$ cat config.mk
export PLATFORM = sky130hd
export DESIGN_NAME = ncpu32k_fetch_top
export DESIGN_NICKNAME = d
export VERILOG_FILES = /design/src/ncpu32k_pkg.sv /design/src/ncpu32k_ipdu.sv /design/src/ncpu32k_bpu.sv /design/src/ncpu32k_bpu_csr.sv /design/src/ncpu32k_pipebuf.sv /design/src/ncpu32k_ifu.sv /design/src/ncpu32k_fetch_top.sv
export VERILOG_INCLUDE_DIRS = /design/src
export SDC_FILE = /design/constraint.sdc
export NUM_CORES = 1
export LEC_CHECK = 0
export ABC_CLOCK_PERIOD_IN_PS = 5450
export BUFFER_PORTS_ARGS = -buffer_cell sky130_fd_sc_hd__buf_4
export CORE_MARGIN = 8
export CORE_UTILIZATION = 35
export DETAILED_ROUTE_END_ITERATION = 16
export SLEW_MARGIN = 20
export SYNTH_ARGS = -nofsm -noshare
export SYNTH_HDL_FRONTEND = slang
export SYNTH_SLANG_ARGS = --single-unit
export TNS_END_PERCENT = 30
$ cat constraint.sdc
create_clock -name clk -period 5.45 [get_ports clk]
set_input_delay 0.545 -clock clk [delete_from_list [all_inputs] [get_ports clk]]
set_output_delay 0.545 -clock clk [all_outputs]
set_load 0.05 [all_outputs]
$ cat src/ncpu32k_config.svh
`ifndef NCPU32K_CONFIG_SVH
`define NCPU32K_CONFIG_SVH

// Byte address and instruction widths
`define NCPU_AW 32
`define NCPU_IW 32

// First fetch byte address out of reset
`define NCPU_ERST_VECTOR 32'h0000_0000

// Predictor has 2**N entries, counters start weakly not taken
`define NCPU_BPU_DEPTH_LOG2 4
`define NCPU_BPU_CNT_INIT 2'b01

// Opcodes in insn[5:0]
`define NCPU_OP_JMPREL 6'd1
`define NCPU_OP_BT 6'd2
`define NCPU_OP_BF 6'd3
`define NCPU_OP_JMPFAR 6'd4

// Predictor config port
`define NCPU_CSR_AW 1
`define NCPU_CSR_DW 16
`define NCPU_CSR_ADDR_EN 1'b0
`define NCPU_CSR_ADDR_CNT 1'b1

`endif

$ cat src/ncpu32k_pkg.sv
`include "ncpu32k_config.svh"

package ncpu32k_pkg;

   // Word address, low two byte bits dropped
   typedef logic [`NCPU_AW-3:0] pc_t;
   typedef logic [`NCPU_IW-1:0] insn_t;

   // Predecoder result
   typedef struct packed {
      logic op_jmprel;
      logic op_bcc;
      logic op_bt;
      logic op_jmpfar;
      logic link;
      // Sign-extended word offset
      pc_t  offset;
   } pdec_t;

   // Predictor lookup
   typedef struct packed {
      logic rd;
      pc_t  pc;
   } bpu_req_t;

   typedef struct packed {
      logic taken;
      pc_t  tgt;
   } bpu_rsp_t;

   // Training from execute
   typedef struct packed {
      logic valid;
      pc_t  pc;
      logic is_far;
      logic taken;
      pc_t  tgt;
   } bpu_train_t;

   // Packet handed to decode
   typedef struct packed {
      insn_t insn;
      pc_t   pc;
      logic  op_jmprel;
      logic  op_jmpfar;
      logic  jmprel_link;
      logic  specul_jmprel;
      logic  specul_jmpfar;
      logic  specul_bcc;
      // Target to take if the prediction was wrong
      pc_t   specul_tgt;
   } fetch_pkt_t;

endpackage

$ cat src/ncpu32k_ipdu.sv
`timescale 1ns/1ns
`include "ncpu32k_config.svh"

module ncpu32k_ipdu (
   input  ncpu32k_pkg::insn_t insn,
   output ncpu32k_pkg::pdec_t pdec
);

   logic [5:0] opcode;

   // Opcode field
   assign opcode = insn[5:0];

   always_comb begin
      pdec.op_jmprel = (opcode == `NCPU_OP_JMPREL);
      pdec.op_bt     = (opcode == `NCPU_OP_BT);
      // BT or BF
      pdec.op_bcc    = (opcode == `NCPU_OP_BT) | (opcode == `NCPU_OP_BF);
      pdec.op_jmpfar = (opcode == `NCPU_OP_JMPFAR);
      // Link only meaningful on JMPREL
      pdec.link      = (opcode == `NCPU_OP_JMPREL) & insn[6];
      // Offset in insn[31:7], sign-extended to word address width
      // Extracted for every opcode, consumers qualify it
      pdec.offset    = {{(`NCPU_AW-`NCPU_IW+5){insn[`NCPU_IW-1]}}, insn[`NCPU_IW-1:7]};
   end

endmodule

$ cat src/ncpu32k_bpu.sv
`timescale 1ns/1ns
`include "ncpu32k_config.svh"

module ncpu32k_bpu (
   input  logic                    clk,
   input  logic                    rst_n,
   input  ncpu32k_pkg::bpu_req_t   req,
   output ncpu32k_pkg::bpu_rsp_t   rsp,
   input  logic                    is_bcc,
   input  ncpu32k_pkg::bpu_train_t train,
   input  logic                    en,
   output logic                    pred_taken
);
   import ncpu32k_pkg::*;

   localparam int DEPTH = 1 << `NCPU_BPU_DEPTH_LOG2;

   // Two-bit direction counters and far targets
   logic [1:0] cnt_tab [DEPTH];
   pc_t        tgt_tab [DEPTH];

   logic [`NCPU_BPU_DEPTH_LOG2-1:0] rd_idx;
   logic [`NCPU_BPU_DEPTH_LOG2-1:0] wr_idx;
   logic                            dir_taken;

   // Direct mapped on low pc bits
   assign rd_idx = req.pc[`NCPU_BPU_DEPTH_LOG2-1:0];
   assign wr_idx = train.pc[`NCPU_BPU_DEPTH_LOG2-1:0];

   // Counter MSB, forced not taken when disabled
   assign dir_taken = cnt_tab[rd_idx][1] & en;

   always_comb begin
      rsp.tgt = tgt_tab[rd_idx];
      // Far jumps always taken
      rsp.taken = req.rd & (is_bcc ? dir_taken : 1'b1);
   end

   // One pulse per conditional lookup predicted taken
   assign pred_taken = req.rd & is_bcc & dir_taken;

   always_ff @(posedge clk) begin
      if (!rst_n) begin
         for (int i = 0; i < DEPTH; i++) begin
            cnt_tab[i] <= `NCPU_BPU_CNT_INIT;
            tgt_tab[i] <= '0;
         end
      end else if (train.valid) begin
         if (train.is_far) begin
            tgt_tab[wr_idx] <= train.tgt;
         end else if (train.taken) begin
            // Saturate at strongly taken
            if (cnt_tab[wr_idx] != 2'b11) begin
               cnt_tab[wr_idx] <= cnt_tab[wr_idx] + 1'b1;
            end
         end else begin
            // Saturate at strongly not taken
            if (cnt_tab[wr_idx] != 2'b00) begin
               cnt_tab[wr_idx] <= cnt_tab[wr_idx] - 1'b1;
            end
         end
      end
   end

endmodule

$ cat src/ncpu32k_bpu_csr.sv
`timescale 1ns/1ns
`include "ncpu32k_config.svh"

module ncpu32k_bpu_csr (
   input  logic                    clk,
   input  logic                    rst_n,
   input  logic                    csr_req,
   input  logic                    csr_we,
   input  logic [`NCPU_CSR_AW-1:0] csr_addr,
   input  logic [`NCPU_CSR_DW-1:0] csr_wdata,
   output logic                    csr_ack,
   output logic [`NCPU_CSR_DW-1:0] csr_rdata,
   output logic                    en,
   input  logic                    pred_taken
);

   logic [`NCPU_CSR_DW-1:0] taken_cnt;
   logic                    req_rise;

   // Request seen but not yet acknowledged
   assign req_rise = csr_req & ~csr_ack;

   always_ff @(posedge clk) begin
      if (!rst_n) begin
         csr_ack   <= 1'b0;
         en        <= 1'b1;
         taken_cnt <= '0;
      end else begin
         // Ack trails req by one cycle in both directions
         csr_ack <= csr_req;
         // Write lands on the ack rising edge
         if (req_rise & csr_we & (csr_addr == `NCPU_CSR_ADDR_EN)) begin
            en <= csr_wdata[0];
         end
         // Saturating count of taken predictions
         if (pred_taken && (taken_cnt != '1)) begin
            taken_cnt <= taken_cnt + 1'b1;
         end
      end
   end

   // Read data held while ack is high
   assign csr_rdata = (csr_addr == `NCPU_CSR_ADDR_CNT) ? taken_cnt
                                                        : {{(`NCPU_CSR_DW-1){1'b0}}, en};

endmodule

$ cat src/ncpu32k_pipebuf.sv
`timescale 1ns/1ns

module ncpu32k_pipebuf #(
   parameter type payload_t = logic
) (
   input  logic     clk,
   input  logic     rst_n,
   input  logic     in_valid,
   input  payload_t in_data,
   output logic     in_ready,
   output logic     out_valid,
   output payload_t out_data,
   input  logic     out_ready
);

   logic full;
   logic load;

   // Accept when empty or when the held entry leaves this cycle
   assign in_ready  = ~full | out_ready;
   assign load      = in_valid & in_ready;
   assign out_valid = full;

   always_ff @(posedge clk) begin
      if (!rst_n) begin
         full <= 1'b0;
      end else if (load) begin
         full <= 1'b1;
      end else if (out_ready) begin
         full <= 1'b0;
      end
   end

   // Cleared so decode never sees stale flags out of reset
   always_ff @(posedge clk) begin
      if (!rst_n) begin
         out_data <= '0;
      end else if (load) begin
         out_data <= in_data;
      end
   end

endmodule

$ cat src/ncpu32k_ifu.sv
`timescale 1ns/1ns
`include "ncpu32k_config.svh"

module ncpu32k_ifu (
   input  logic                    clk,
   input  logic                    rst_n,
   input  logic                    ibus_valid,
   input  ncpu32k_pkg::insn_t      ibus_insn,
   input  logic [`NCPU_AW-1:0]     ibus_id,
   output logic                    ibus_ready,
   output logic [`NCPU_AW-1:0]     ibus_addr,
   input  logic                    flush,
   input  ncpu32k_pkg::pc_t        flush_tgt,
   input  ncpu32k_pkg::pdec_t      pdec,
   output ncpu32k_pkg::insn_t      ipdu_insn,
   output ncpu32k_pkg::bpu_req_t   bpu_req,
   output logic                    bpu_is_bcc,
   input  ncpu32k_pkg::bpu_rsp_t   bpu_rsp,
   output logic                    pkt_valid,
   output ncpu32k_pkg::fetch_pkt_t pkt,
   input  logic                    pkt_ready
);
   import ncpu32k_pkg::*;

   logic [1:0] start_cnt;
   logic       started;
   logic       booted;
   logic       fire;
   logic       rel_taken;
   logic       keep;
   pc_t        beat_pc;
   pc_t        seq_tgt;
   pc_t        rel_tgt;
   pc_t        nxt_pc;

   // Startup delay, ready held low for two cycles after reset
   always_ff @(posedge clk) begin
      if (!rst_n) begin
         start_cnt <= '0;
      end else if (!start_cnt[1]) begin
         start_cnt <= start_cnt + 1'b1;
      end
   end

   assign started = start_cnt[1];

   // First beat only hands the reset vector to memory
   // Its data is not forwarded to decode
   always_ff @(posedge clk) begin
      if (!rst_n) begin
         booted <= 1'b0;
      end else if (fire) begin
         booted <= 1'b1;
      end
   end

   // Stall on a full buffer that decode is not draining
   assign ibus_ready = started & (pkt_ready | ~booted);
   assign fire       = ibus_valid & ibus_ready;

   assign ipdu_insn = ibus_insn;
   assign beat_pc   = ibus_id[`NCPU_AW-1:2];
   assign seq_tgt   = beat_pc + 1'b1;
   assign rel_tgt   = beat_pc + pdec.offset;

   // Lookup only on real accepted beats, so the taken count is exact
   assign bpu_req.rd = fire & booted & ~flush & (pdec.op_bcc | pdec.op_jmpfar);
   assign bpu_req.pc = beat_pc;
   assign bpu_is_bcc = pdec.op_bcc;

   // JMPREL always, BT/BF when predicted
   assign rel_taken = pdec.op_jmprel | (pdec.op_bcc & bpu_rsp.taken);

   // Next fetch address, flush first
   always_comb begin
      if (flush) begin
         nxt_pc = flush_tgt;
      end else if (pdec.op_jmpfar) begin
         nxt_pc = bpu_rsp.tgt;
      end else if (rel_taken) begin
         nxt_pc = rel_tgt;
      end else begin
         nxt_pc = seq_tgt;
      end
   end

   assign ibus_addr = booted ? {nxt_pc, 2'b00} : `NCPU_ERST_VECTOR;

   // Valid never waits on ready
   assign pkt_valid = ibus_valid & started & booted;

   // Flushed beat still travels, as a bubble
   assign keep = ~flush;

   always_comb begin
      pkt.pc            = beat_pc;
      // Contrary target, used by execute on mispredict
      pkt.specul_tgt    = bpu_rsp.taken ? seq_tgt : rel_tgt;
      pkt.insn          = keep ? ibus_insn : '0;
      pkt.op_jmprel     = pdec.op_jmprel & keep;
      pkt.op_jmpfar     = pdec.op_jmpfar & keep;
      pkt.jmprel_link   = pdec.link & keep;
      pkt.specul_jmprel = pdec.op_bcc & keep;
      pkt.specul_jmpfar = pdec.op_jmpfar & keep;
      // Predicted condition flag, BT taken only
      pkt.specul_bcc    = pdec.op_bt & bpu_rsp.taken & keep;
   end

endmodule

$ cat src/ncpu32k_fetch_top.sv
`timescale 1ns/1ns
`include "ncpu32k_config.svh"

module ncpu32k_fetch_top (
   input  logic                    clk,
   input  logic                    rst_n,
   // Instruction bus
   input  logic                    ibus_valid,
   input  ncpu32k_pkg::insn_t      ibus_insn,
   input  logic [`NCPU_AW-1:0]     ibus_id,
   output logic                    ibus_ready,
   output logic [`NCPU_AW-1:0]     ibus_addr,
   // Toward decode
   output logic                    idu_valid,
   output ncpu32k_pkg::fetch_pkt_t idu_pkt,
   input  logic                    idu_ready,
   // From execute
   input  logic                    flush,
   input  ncpu32k_pkg::pc_t        flush_tgt,
   input  ncpu32k_pkg::bpu_train_t train,
   // Predictor config, four-phase
   input  logic                    csr_req,
   input  logic                    csr_we,
   input  logic [`NCPU_CSR_AW-1:0] csr_addr,
   input  logic [`NCPU_CSR_DW-1:0] csr_wdata,
   output logic                    csr_ack,
   output logic [`NCPU_CSR_DW-1:0] csr_rdata
);
   import ncpu32k_pkg::*;

   insn_t      ipdu_insn;
   pdec_t      pdec;
   bpu_req_t   bpu_req;
   bpu_rsp_t   bpu_rsp;
   logic       bpu_is_bcc;
   logic       bpu_en;
   logic       pred_taken;
   logic       pkt_valid;
   logic       pkt_ready;
   fetch_pkt_t pkt;

   ncpu32k_ifu i_ifu (
      .clk        (clk),
      .rst_n      (rst_n),
      .ibus_valid (ibus_valid),
      .ibus_insn  (ibus_insn),
      .ibus_id    (ibus_id),
      .ibus_ready (ibus_ready),
      .ibus_addr  (ibus_addr),
      .flush      (flush),
      .flush_tgt  (flush_tgt),
      .pdec       (pdec),
      .ipdu_insn  (ipdu_insn),
      .bpu_req    (bpu_req),
      .bpu_is_bcc (bpu_is_bcc),
      .bpu_rsp    (bpu_rsp),
      .pkt_valid  (pkt_valid),
      .pkt        (pkt),
      .pkt_ready  (pkt_ready)
   );

   ncpu32k_ipdu i_ipdu (
      .insn (ipdu_insn),
      .pdec (pdec)
   );

   ncpu32k_bpu i_bpu (
      .clk        (clk),
      .rst_n      (rst_n),
      .req        (bpu_req),
      .rsp        (bpu_rsp),
      .is_bcc     (bpu_is_bcc),
      .train      (train),
      .en         (bpu_en),
      .pred_taken (pred_taken)
   );

   // Enable and taken count for the predictor
   ncpu32k_bpu_csr i_bpu_csr (
      .clk        (clk),
      .rst_n      (rst_n),
      .csr_req    (csr_req),
      .csr_we     (csr_we),
      .csr_addr   (csr_addr),
      .csr_wdata  (csr_wdata),
      .csr_ack    (csr_ack),
      .csr_rdata  (csr_rdata),
      .en         (bpu_en),
      .pred_taken (pred_taken)
   );

   // One-entry slice toward decode
   ncpu32k_pipebuf #(
      .payload_t (fetch_pkt_t)
   ) i_pipebuf (
      .clk       (clk),
      .rst_n     (rst_n),
      .in_valid  (pkt_valid),
      .in_data   (pkt),
      .in_ready  (pkt_ready),
      .out_valid (idu_valid),
      .out_data  (idu_pkt),
      .out_ready (idu_ready)
   );

endmodule

**After elaboration in Yosys (flattened, before gate mapping)**

Memory sizes are Yosys's and may differ from the RTL's.
Cells that the tools add are included.

- $add $sub $neg: 6
- Eq/ne operators: 6
- Muxes and demuxes: 35
- Bitwise logic cells: 34
- Reduce and logical (&&, ||, !) cells: 5

Operator list:

| operator | count |
|---|---|
| two-way mux 30 bit | 5 |
| two-way mux 32 bit | 2 |
| adder 30 x 1 -> 30 bit, second input constant | 1 |
| adder 30 bit | 1 |
| OR reduction 30 bit | 1 |
| AND 1 bit | 23 |
| two-way mux 1 bit | 22 |
| adder 16 x 1 -> 16 bit, second input constant | 1 |
| two-way mux 16 bit | 1 |
| inequality test 16 bit, second input constant | 1 |
| equality test 6 x 2 -> 1 bit, second input constant | 2 |
| two-way mux 4 bit | 2 |
| equality test 6 x 1 -> 1 bit, second input constant | 1 |
| equality test 6 x 3 -> 1 bit, second input constant | 1 |
| two-way mux 2 bit | 3 |
| OR 1 bit | 6 |
| inverter 1 bit | 5 |
| adder 2 x 1 -> 2 bit, second input constant | 2 |
| nonzero test 2 bit | 2 |
| inequality test 2 bit, second input constant | 1 |
| OR reduction 2 bit | 1 |
| subtractor 2 x 1 -> 2 bit, second input constant | 1 |
| logical AND 1 bit | 1 |

- Flip-flop bits (word level): 119
- Bits in writable memories: 512
- Input port bits: 181
- Output and inout bits: 149
- Logic and storage cells: 103
- Memories: 2

Memory list:

| name | words | width | read ports | clocked after memory_dff | wr ports | line | source |
|---|---|---|---|---|---|---|---|
| i_bpu.tgt_tab | 16 | 30 | 1 | 0 | 16 | ncpu32k_bpu.sv:20 | `pc_t tgt_tab [DEPTH];` |
| i_bpu.cnt_tab | 16 | 2 | 2 | 0 | 16 | ncpu32k_bpu.sv:19 | `logic [1:0] cnt_tab [DEPTH];` |

**Longest topological paths before layout**

Gate-level depths: netlist of run 1.

- Depth after elaboration: 15
- Mapped depth: 12
- Gate-level depth less buffers: 12

**Cells and area by module**

From an unflattened synthesis of run 1, not the netlist that was laid out.

- Cells, all modules: 2712
- Area, all modules: 33377.0 µm²

Modules (own cells, without submodules):

| module | times used | cells an instance | area each (µm²) | sequential area each (µm²) |
|---|---|---|---|---|
| ncpu32k_bpu | 1 | 1435 | 23563.8 | 15374.7 |
| ncpu32k_ifu | 1 | 685 | 4590.7 | 60.1 |
| ncpu32k_pipebuf | 1 | 430 | 3897.5 | 1981.9 |
| ncpu32k_bpu_csr | 1 | 123 | 1034.7 | 360.3 |
| ncpu32k_ipdu | 1 | 39 | 290.3 | 0.0 |

**Worst setup path after synthesis of run 1**

No wires, ideal clock.

- Kind: input to output
- From: input ibus_id[3]
- To: output ibus_addr[30]
- Arrival time: 3.763 ns
- Required time: 4.905 ns
- Setup slack: 1.142 ns
- Stages on the path: 11
- Path buffers: 1
- Cells stage by stage: buf_2 -> inv_1 -> fa_1 -> nor2b_1 -> o31a_1 -> o31a_1 -> a311o_1 -> a2111o_1 -> nand2_1 -> o21ai_0 -> a211oi_1

- Word-level cells in the longest chain between the ends: 10
- Elaborated cells between the ends (all ways): 13
- Those cells by class: add/sub: 2; mux: 5; bitwise: 4; memory: 2

RTL lines:

| element | line | source |
|---|---|---|
| from (decl) | ncpu32k_fetch_top.sv:10 | `` input logic [`NCPU_AW-1:0] ibus_id, `` |
| memory (16 x 2 bit) | n/a |  |
| AND 1 bit | ncpu32k_bpu.sv:31 | `assign dir_taken = cnt_tab[rd_idx][1] & en;` |
| two-way mux 1 bit | ncpu32k_bpu.sv:36 | `rsp.taken = req.rd & (is_bcc ? dir_taken : 1'b1);` |
| AND 1 bit | ncpu32k_bpu.sv:36 |  |
| AND 1 bit | ncpu32k_ifu.sv:72 | `assign rel_taken = pdec.op_jmprel \| (pdec.op_bcc & bpu_rsp.taken);` |
| OR 1 bit | ncpu32k_ifu.sv:72 |  |
| two-way mux 30 bit | ncpu32k_ifu.sv:80 | `end else if (rel_taken) begin` |
| two-way mux 30 bit (*) | ncpu32k_ifu.sv:78 | `end else if (pdec.op_jmpfar) begin` |
| two-way mux 30 bit (*) | ncpu32k_ifu.sv:76 | `if (flush) begin` |
| two-way mux 32 bit (no source line) (*) | n/a |  |
| to (decl) | ncpu32k_fetch_top.sv:12 | `` output logic [`NCPU_AW-1:0] ibus_addr, `` |

Every way passes the cells marked *; elsewhere a longest branch is shown, timed or not.

**Final worst setup path of run 1**

- From: input ibus_id[2]
- To: output ibus_addr[30]

The elaborated chain is that of the path after synthesis.

==> results of run 1 <==
stage by stage:
step	instances	hold WS, ns	cell area, um2	total power, mW	setup slack, ns
after floorplan	2474	0.460	30900	6.33	1.14
after global placement	3768	0.440	34400	6.81	0.974
after detailed placement	3770	0.446	34400	6.85	0.999
after CTS	3885	0.128	36400	11.1	0.979
after global routing	3886	0.142	36400	11.4	0.754
final	3888	0.165	36400	11.1	0.989
final cells by class:
type / count / share of cell area [%]
sequential: 631 / 48.7
timing repair buffer: 330 / 6.97
multi-input combinational: 1620 / 34.5
antenna: 3 / 0.0206
clock inverter: 21 / 0.522
clock buffer: 94 / 4.99
tap: 1165 / 4.00
inverter: 24 / 0.251
cells in the final DEF (no fill, tap or decap), types with 5 or more instances in the layout:
| cell type | synthesis | final |
|---|---|---|
| xnor2_1 | 37 | 37 |
| o21ai_0 | 48 | 36 |
| inv_1 | 21 | 21 |
| clkinv_1 | 1 | 11 |
| nor2b_1 | 9 | 9 |
| and2_1 | 499 | 499 |
| o21ai_4 | 0 | 12 |
| o21ai_1 | 33 | 32 |
| and3_1 | 8 | 8 |
| clkbuf_16 | 0 | 68 |
| or2_2 | 8 | 8 |
| edfxtp_1 | 512 | 512 |
| a21oi_1 | 130 | 130 |
| ha_1 | 31 | 31 |
| nor3_1 | 42 | 38 |
| xor2_1 | 22 | 22 |
| a21o_1 | 17 | 17 |
| and4_1 | 8 | 8 |
| nand3_1 | 77 | 77 |
| clkbuf_1 | 166 | 24 |
| clkinv_2 | 0 | 5 |
| nor2_1 | 127 | 112 |
| o211ai_1 | 23 | 23 |
| o221ai_1 | 5 | 5 |
| or3_1 | 8 | 8 |
| o21a_1 | 10 | 10 |
| buf_4 | 5 | 324 |
| nand4_1 | 16 | 16 |
| nand2_1 | 175 | 175 |
| nor2_4 | 0 | 13 |
| dfxtp_1 | 119 | 119 |
| a211oi_1 | 14 | 14 |
| nand2b_1 | 15 | 10 |
| a31oi_1 | 14 | 14 |
| mux4_2 | 164 | 164 |
| mux2i_1 | 7 | 7 |
worst paths after layout:
| kind | from | end | slack [ns] | cells past startpoint |
|---|---|---|---|---|
| worst max-delay path | ibus_id[2] | ibus_addr[30] | 0.99 | 14 |
| worst min-delay path | csr_req | i_bpu_csr.csr_ack | 0.17 | 2 |
| worst max register to register | i_bpu.cnt_tab[11][1] | i_bpu.cnt_tab[7][1] | 2.16 | 7 |
| worst min register to register | i_pipebuf.out_data[12] | i_pipebuf.out_data[12] | 0.45 | 2 |
per-layer routing:
| metal | global-route usage, % | part of all wire, % |
|---|---|---|
| met1 | 24.1 | 39 |
| met2 | 32.0 | 49 |
| met3 | 4.00 | 8.3 |
| met4 | 6.12 | 3.1 |
| met5 | 0 | 0 |
power by group:
part / total, mW / internal, mW / switching (mW) / leakage (nW)
sequential: 5.47 / 5.41 / 0.0590 / 5.80
combinational: 1.28 / 0.487 / 0.790 / 6.09
clock: 4.31 / 2.43 / 1.88 / 0.972
sequential cells by signal (all words and copies together), names as in the netlist:
register	flops
i_bpu.cnt_tab	32
i_bpu.tgt_tab	480
i_bpu_csr.csr_ack	1
i_bpu_csr.en	1
i_bpu_csr.taken_cnt	16
i_ifu.booted	1
i_ifu.start_cnt	2
i_pipebuf.out_data	97
i_pipebuf.out_valid	1
cell families (layout without fill, tap and decap cells):
group                    after synthesis  count (layout)  share of synthesized area [%]
AO/OA/AOI/OAI                        341             341                           6.77
XOR/XNOR                              59              59                           1.67
adder cells (fa/ha/maj)               32              32                           1.32
buffers and inverters                223             469                           2.84
flip-flops                           631             631                           57.4
multiplexers                         175             175                           12.3
other                                  1               5                         0.0121
AND/OR/NAND/NOR                     1011            1011                           17.7
==> impl_metrics.ini, run 1 <==
[outcome]
outcome = complete, no violations

[synth]
yosysWarnings = 0
synthCells = 2473
ys_ff_latch = 631
synth_area_leader_cell = edfxtp_1
ys_seq_area_share_pct = 57.4
yosysMostFrequentCell = edfxtp_1
yosys_most_used_dff = edfxtp_1
synth-async-reset-ratio_pct = 0
synth_edf_count = 512
synthTopCellsByArea = edfxtp_1 50%, mux4_2 12%, and2_1 10%, dfxtp_1 7.7%, nand2_1 2.1%
synth_cell_type_count = 77
netlist_area_mm2 = 0.0309
avgSynthCellArea_um2 = 12.5
synth_commonest_cells = 512 x edfxtp_1, 499 x and2_1, 175 x nand2_1
synth_top_cell_area_share_pct = 49.7

[worst_setup_path]
crit_path_frequent_cell = o31a_1
crit_type = input port to primary output
cp-end-kind = primary output
critPathSlowestCell = fa_1
worst-path-buf-inv = 3
crit_chain = clkbuf_8 -> ha_1 -> inv_1 -> fa_1 -> nor2b_1 -> o31a_1 -> o31a_1 -> a311o_1 -> a2111o_1 -> nand2_1 -> o21ai_1 -> o21ai_0 -> a211oi_1 -> buf_4
crit_family = compound AO/OA/AOI/OAI gates
critical_path_arrival_ns = 3.92
critPathMaxStageDelay_ns = 0.40
critPathRequiredTime_ns = 4.91
cp-start-kind = input port
cp_max_fo = 34

[grt]
antenna_found_initial = 4
first_global_vias = 21200
grt_pass1_wl_mm = 140
grt_max_degree = 123
grt_remaining_overflow = 0
track_usage_pct = 18.9

[drt]
viasPerCell = 5.48
drt_iter0_drc = 2353
ant_nets = 0
num_vias = 21300
drc = 0
wl_mm = 96.1
routedWlPerCell_um = 24.7
drtPass1Iterations = 6

[die]
num_rows = 109
initial_utilization_pct = 35.2
die_h_um = 313
dieArea_mm2 = 0.0981
die_w_um = 313
ioPinCount = 330
core_area_mm2 = 0.0880

[timing]
setup_violations = 0
final.period_utilization_pct = 81.9
slew_headroom_pct = 23.1
min_period_ns = 4.46
tns_ns = 0
final_max_slew_viol_count = 0
hold_viol_final = 0
rsz0062_at_grt = false
fmax_ghz = 0.224
worstMarginPinSlew_ns = 1.15
skew_ns = 0.0179

[placed_design]
hpwl_mm = 61.8
portBuffers = 284
gp_congestion = 0.901

[cts]
cts_tree = built
clock_latency_ns = 0.61
cts-resized-gates = 0
cts_sinks = 631
clock_path_buffers = 3
clk_pin_slew_ns = 0.05
htree_levels = 3
cts_root_buf = clkbuf_16
cts_made_buffers = 68
post_cts_buffers = 0
cts_hold_buf = 0

[final_layout]
utilization_pct = 41.4
syn2layout_area_growth_pct = 17.8
final_nets = 2888
seqCellArea_mm2 = 0.0178
nFillCells = 8147
multi_input_comb_area_mm2 = 0.0126
final_layout_size_suffix_gt1_share_pct = 23.3

[power_and_ir_drop]
p_leak_nw = 12.9
ir_worst_vdd_uv = 175
powerDensity_mw_per_mm2 = 304

[job]
cap_violations = 0

[min_path]
hp-class = input port to register
Note: power is estimated with default switching activity, not from simulation.
==> run 2: changes to the inputs <==
--- a/config.mk
+++ b/config.mk
@@ -6,7 +6,7 @@
 export SDC_FILE = /design/constraint.sdc
 export NUM_CORES = 1
 export LEC_CHECK = 0
-export ABC_CLOCK_PERIOD_IN_PS = 5450
+export ABC_CLOCK_PERIOD_IN_PS = 4650
 export BUFFER_PORTS_ARGS = -buffer_cell sky130_fd_sc_hd__buf_4
 export CORE_MARGIN = 8
 export CORE_UTILIZATION = 35
==> constraint.sdc (replaced) <==
create_clock -name clk -period 4.65 [get_ports clk]
set_input_delay 0.465 -clock clk [delete_from_list [all_inputs] [get_ports clk]]
set_output_delay 0.465 -clock clk [all_outputs]
set_load 0.05 [all_outputs]
==> run 2 against run 1 <==
Compared with the run above:
- sequential power grew 17%
- highest routed layer is now met5
- sequential share of layout area decreased by 0.11 points
- critical endpoint is now ibus_addr[29]
- core utilization up 0.090 points
- total power rose by 18%
==> impl_metrics.ini, run 2 (same netlist as run 1, synthesis figures left out) <==
[die]
die_h_um = 313
ioPinCount = 330
core_area_mm2 = 0.0880
dieArea_mm2 = 0.0981
initial_utilization_pct = 35.2
num_rows = 109
die_w_um = 313

[power_and_ir_drop]
powerDensity_mw_per_mm2 = 358
p_leak_nw = 12.9
ir_worst_vdd_uv = 212

[final_layout]
fin_cells = 3898
syn2layout_area_growth_pct = 18.1
largest-register = i_bpu.tgt_tab
reg_top3 = i_bpu.tgt_tab x480, i_pipebuf.out_data x97, i_bpu.cnt_tab x32
layout_common_cells = 512 x edfxtp_1, 499 x and2_1, 334 x buf_4
final_nets = 2898
nFillCells = 8110
final_layout_size_suffix_gt1_share_pct = 23.9
mostFrequentLayoutCell = edfxtp_1
utilization_pct = 41.5
largest_reg_flops = 480

[outcome]
outcome = complete, no violations

[placed_design]
portBuffers = 284
gp_congestion = 0.913
place_inst = 3780
hpwl_mm = 63.5

[timing]
final_max_slew_viol_count = 0
hold_viol_final = 0
tns_ns = 0
min_period_ns = 4.15
slew_headroom_pct = 30.9
setup_violations = 0
worstMarginPinSlew_ns = 1.03
fmax_ghz = 0.241
final.period_utilization_pct = 89.2
skew_ns = 0.0194
rsz0062_at_grt = false

[drt]
drtPass1Iterations = 5
routedWlPerCell_um = 24.6
ant_nets = 0
wl_mm = 96.0
num_vias = 21300
viasPerCell = 5.45
drc = 0
drt_iter0_drc = 2074

[cts]
htree_levels = 3
clock_latency_ns = 0.62
clk_pin_slew_ns = 0.06
clock_path_buffers = 3
post_cts_buffers = 0
cts_made_buffers = 68
cts-resized-gates = 0
cts_root_buf = clkbuf_16
cts_tree = built
cts_sinks = 631
cts_hold_buf = 0

[worst_setup_path]
critical_path_arrival_ns = 3.68
cp-end-kind = primary output
crit_type = input port to primary output
critPathRequiredTime_ns = 4.18
cp_max_fo = 8
cp-start-kind = input port

[min_path]
hp-class = input port to register

[grt]
first_global_vias = 21700
grt_remaining_overflow = 0
track_usage_pct = 19.0
antenna_found_initial = 10
grt_pass1_wl_mm = 141
grt_max_degree = 125

[job]
cap_violations = 0
==> run 2: report_power, final <==
| part | switching, mW | leakage [nW] | internal, mW |
|---|---|---|---|
| Combinational | 0.922 | 6.14 | 0.569 |
| Clock | 2.26 | 1.00 | 2.90 |
| Sequential | 0.0680 | 5.80 | 6.34 |
| Total | 3.25 | 12.9 | 9.82 |
==> run 2: layout make-up <==
cell class,count,area [um2],share of cell area [%]
diodes,1,2.50,0.00685
inverters,24,91.3,0.250
clock buffers,91,1790,4.89
flip-flops and latches,631,17800,48.6
repair buffers,340,2610,7.15
well taps,1165,1460,3.99
clock inverters,26,278,0.760
multi-input cells,1620,12500,34.3
==> run 2: worst paths after layout <==
check / start / end / slack, ns / cells after the start
min reg2reg: i_pipebuf.out_data[96] / i_pipebuf.out_data[96] / 0.45 / 2
max reg2reg: i_bpu.cnt_tab[14][1] / i_bpu.cnt_tab[7][0] / 1.39 / 7
max: ibus_insn[16] / ibus_addr[29] / 0.50 / 12
min: csr_req / i_bpu_csr.csr_ack / 0.07 / 2
==> run 2: worst max-delay path, stage by stage <==
cell and delay [ns]:
buf_4 0.13, ha_1 0.40, a21o_1 0.22, a31o_1 0.18
a221o_1 0.34, a31o_2 0.29, nor3b_1 0.17, o31ai_1 0.56
nor3_1 0.11, a311oi_1 0.43, a21oi_1 0.15, buf_4 0.22
==> run 2: stage by stage <==
| stage | hold slack, ns | setup slack, ns | total power [mW] | instance area, um2 |
|---|---|---|---|---|
| 6_report | 0.0720 | 0.503 | 13.1 | 36500 |
| 5_1_grt | 0.0524 | 0.375 | 13.5 | 36500 |
| 4_1_cts | 0.0364 | 0.542 | 13.2 | 36500 |
| 3_5_place_dp | 0.445 | 0.547 | 8.02 | 34500 |
| 3_3_place_gp | 0.441 | 0.529 | 7.98 | 34500 |
| 2_1_floorplan | 0.460 | 0.502 | 7.42 | 30900 |
==> run 2: per-layer routing <==
| metal | routed length, um | share of wire [%] | GRT usage, % | vias to the layer above |
|---|---|---|---|---|
| li1 | - | - | - | 9478 |
| met1 | 38900 | 40 | 24.7 | 10700 |
| met2 | 47600 | 50 | 33.0 | 879 |
| met3 | 7030 | 7.3 | 3.24 | 151 |
| met4 | 2440 | 2.5 | 4.79 | 2 |
| met5 | 13 | 0.014 | 0 | - |
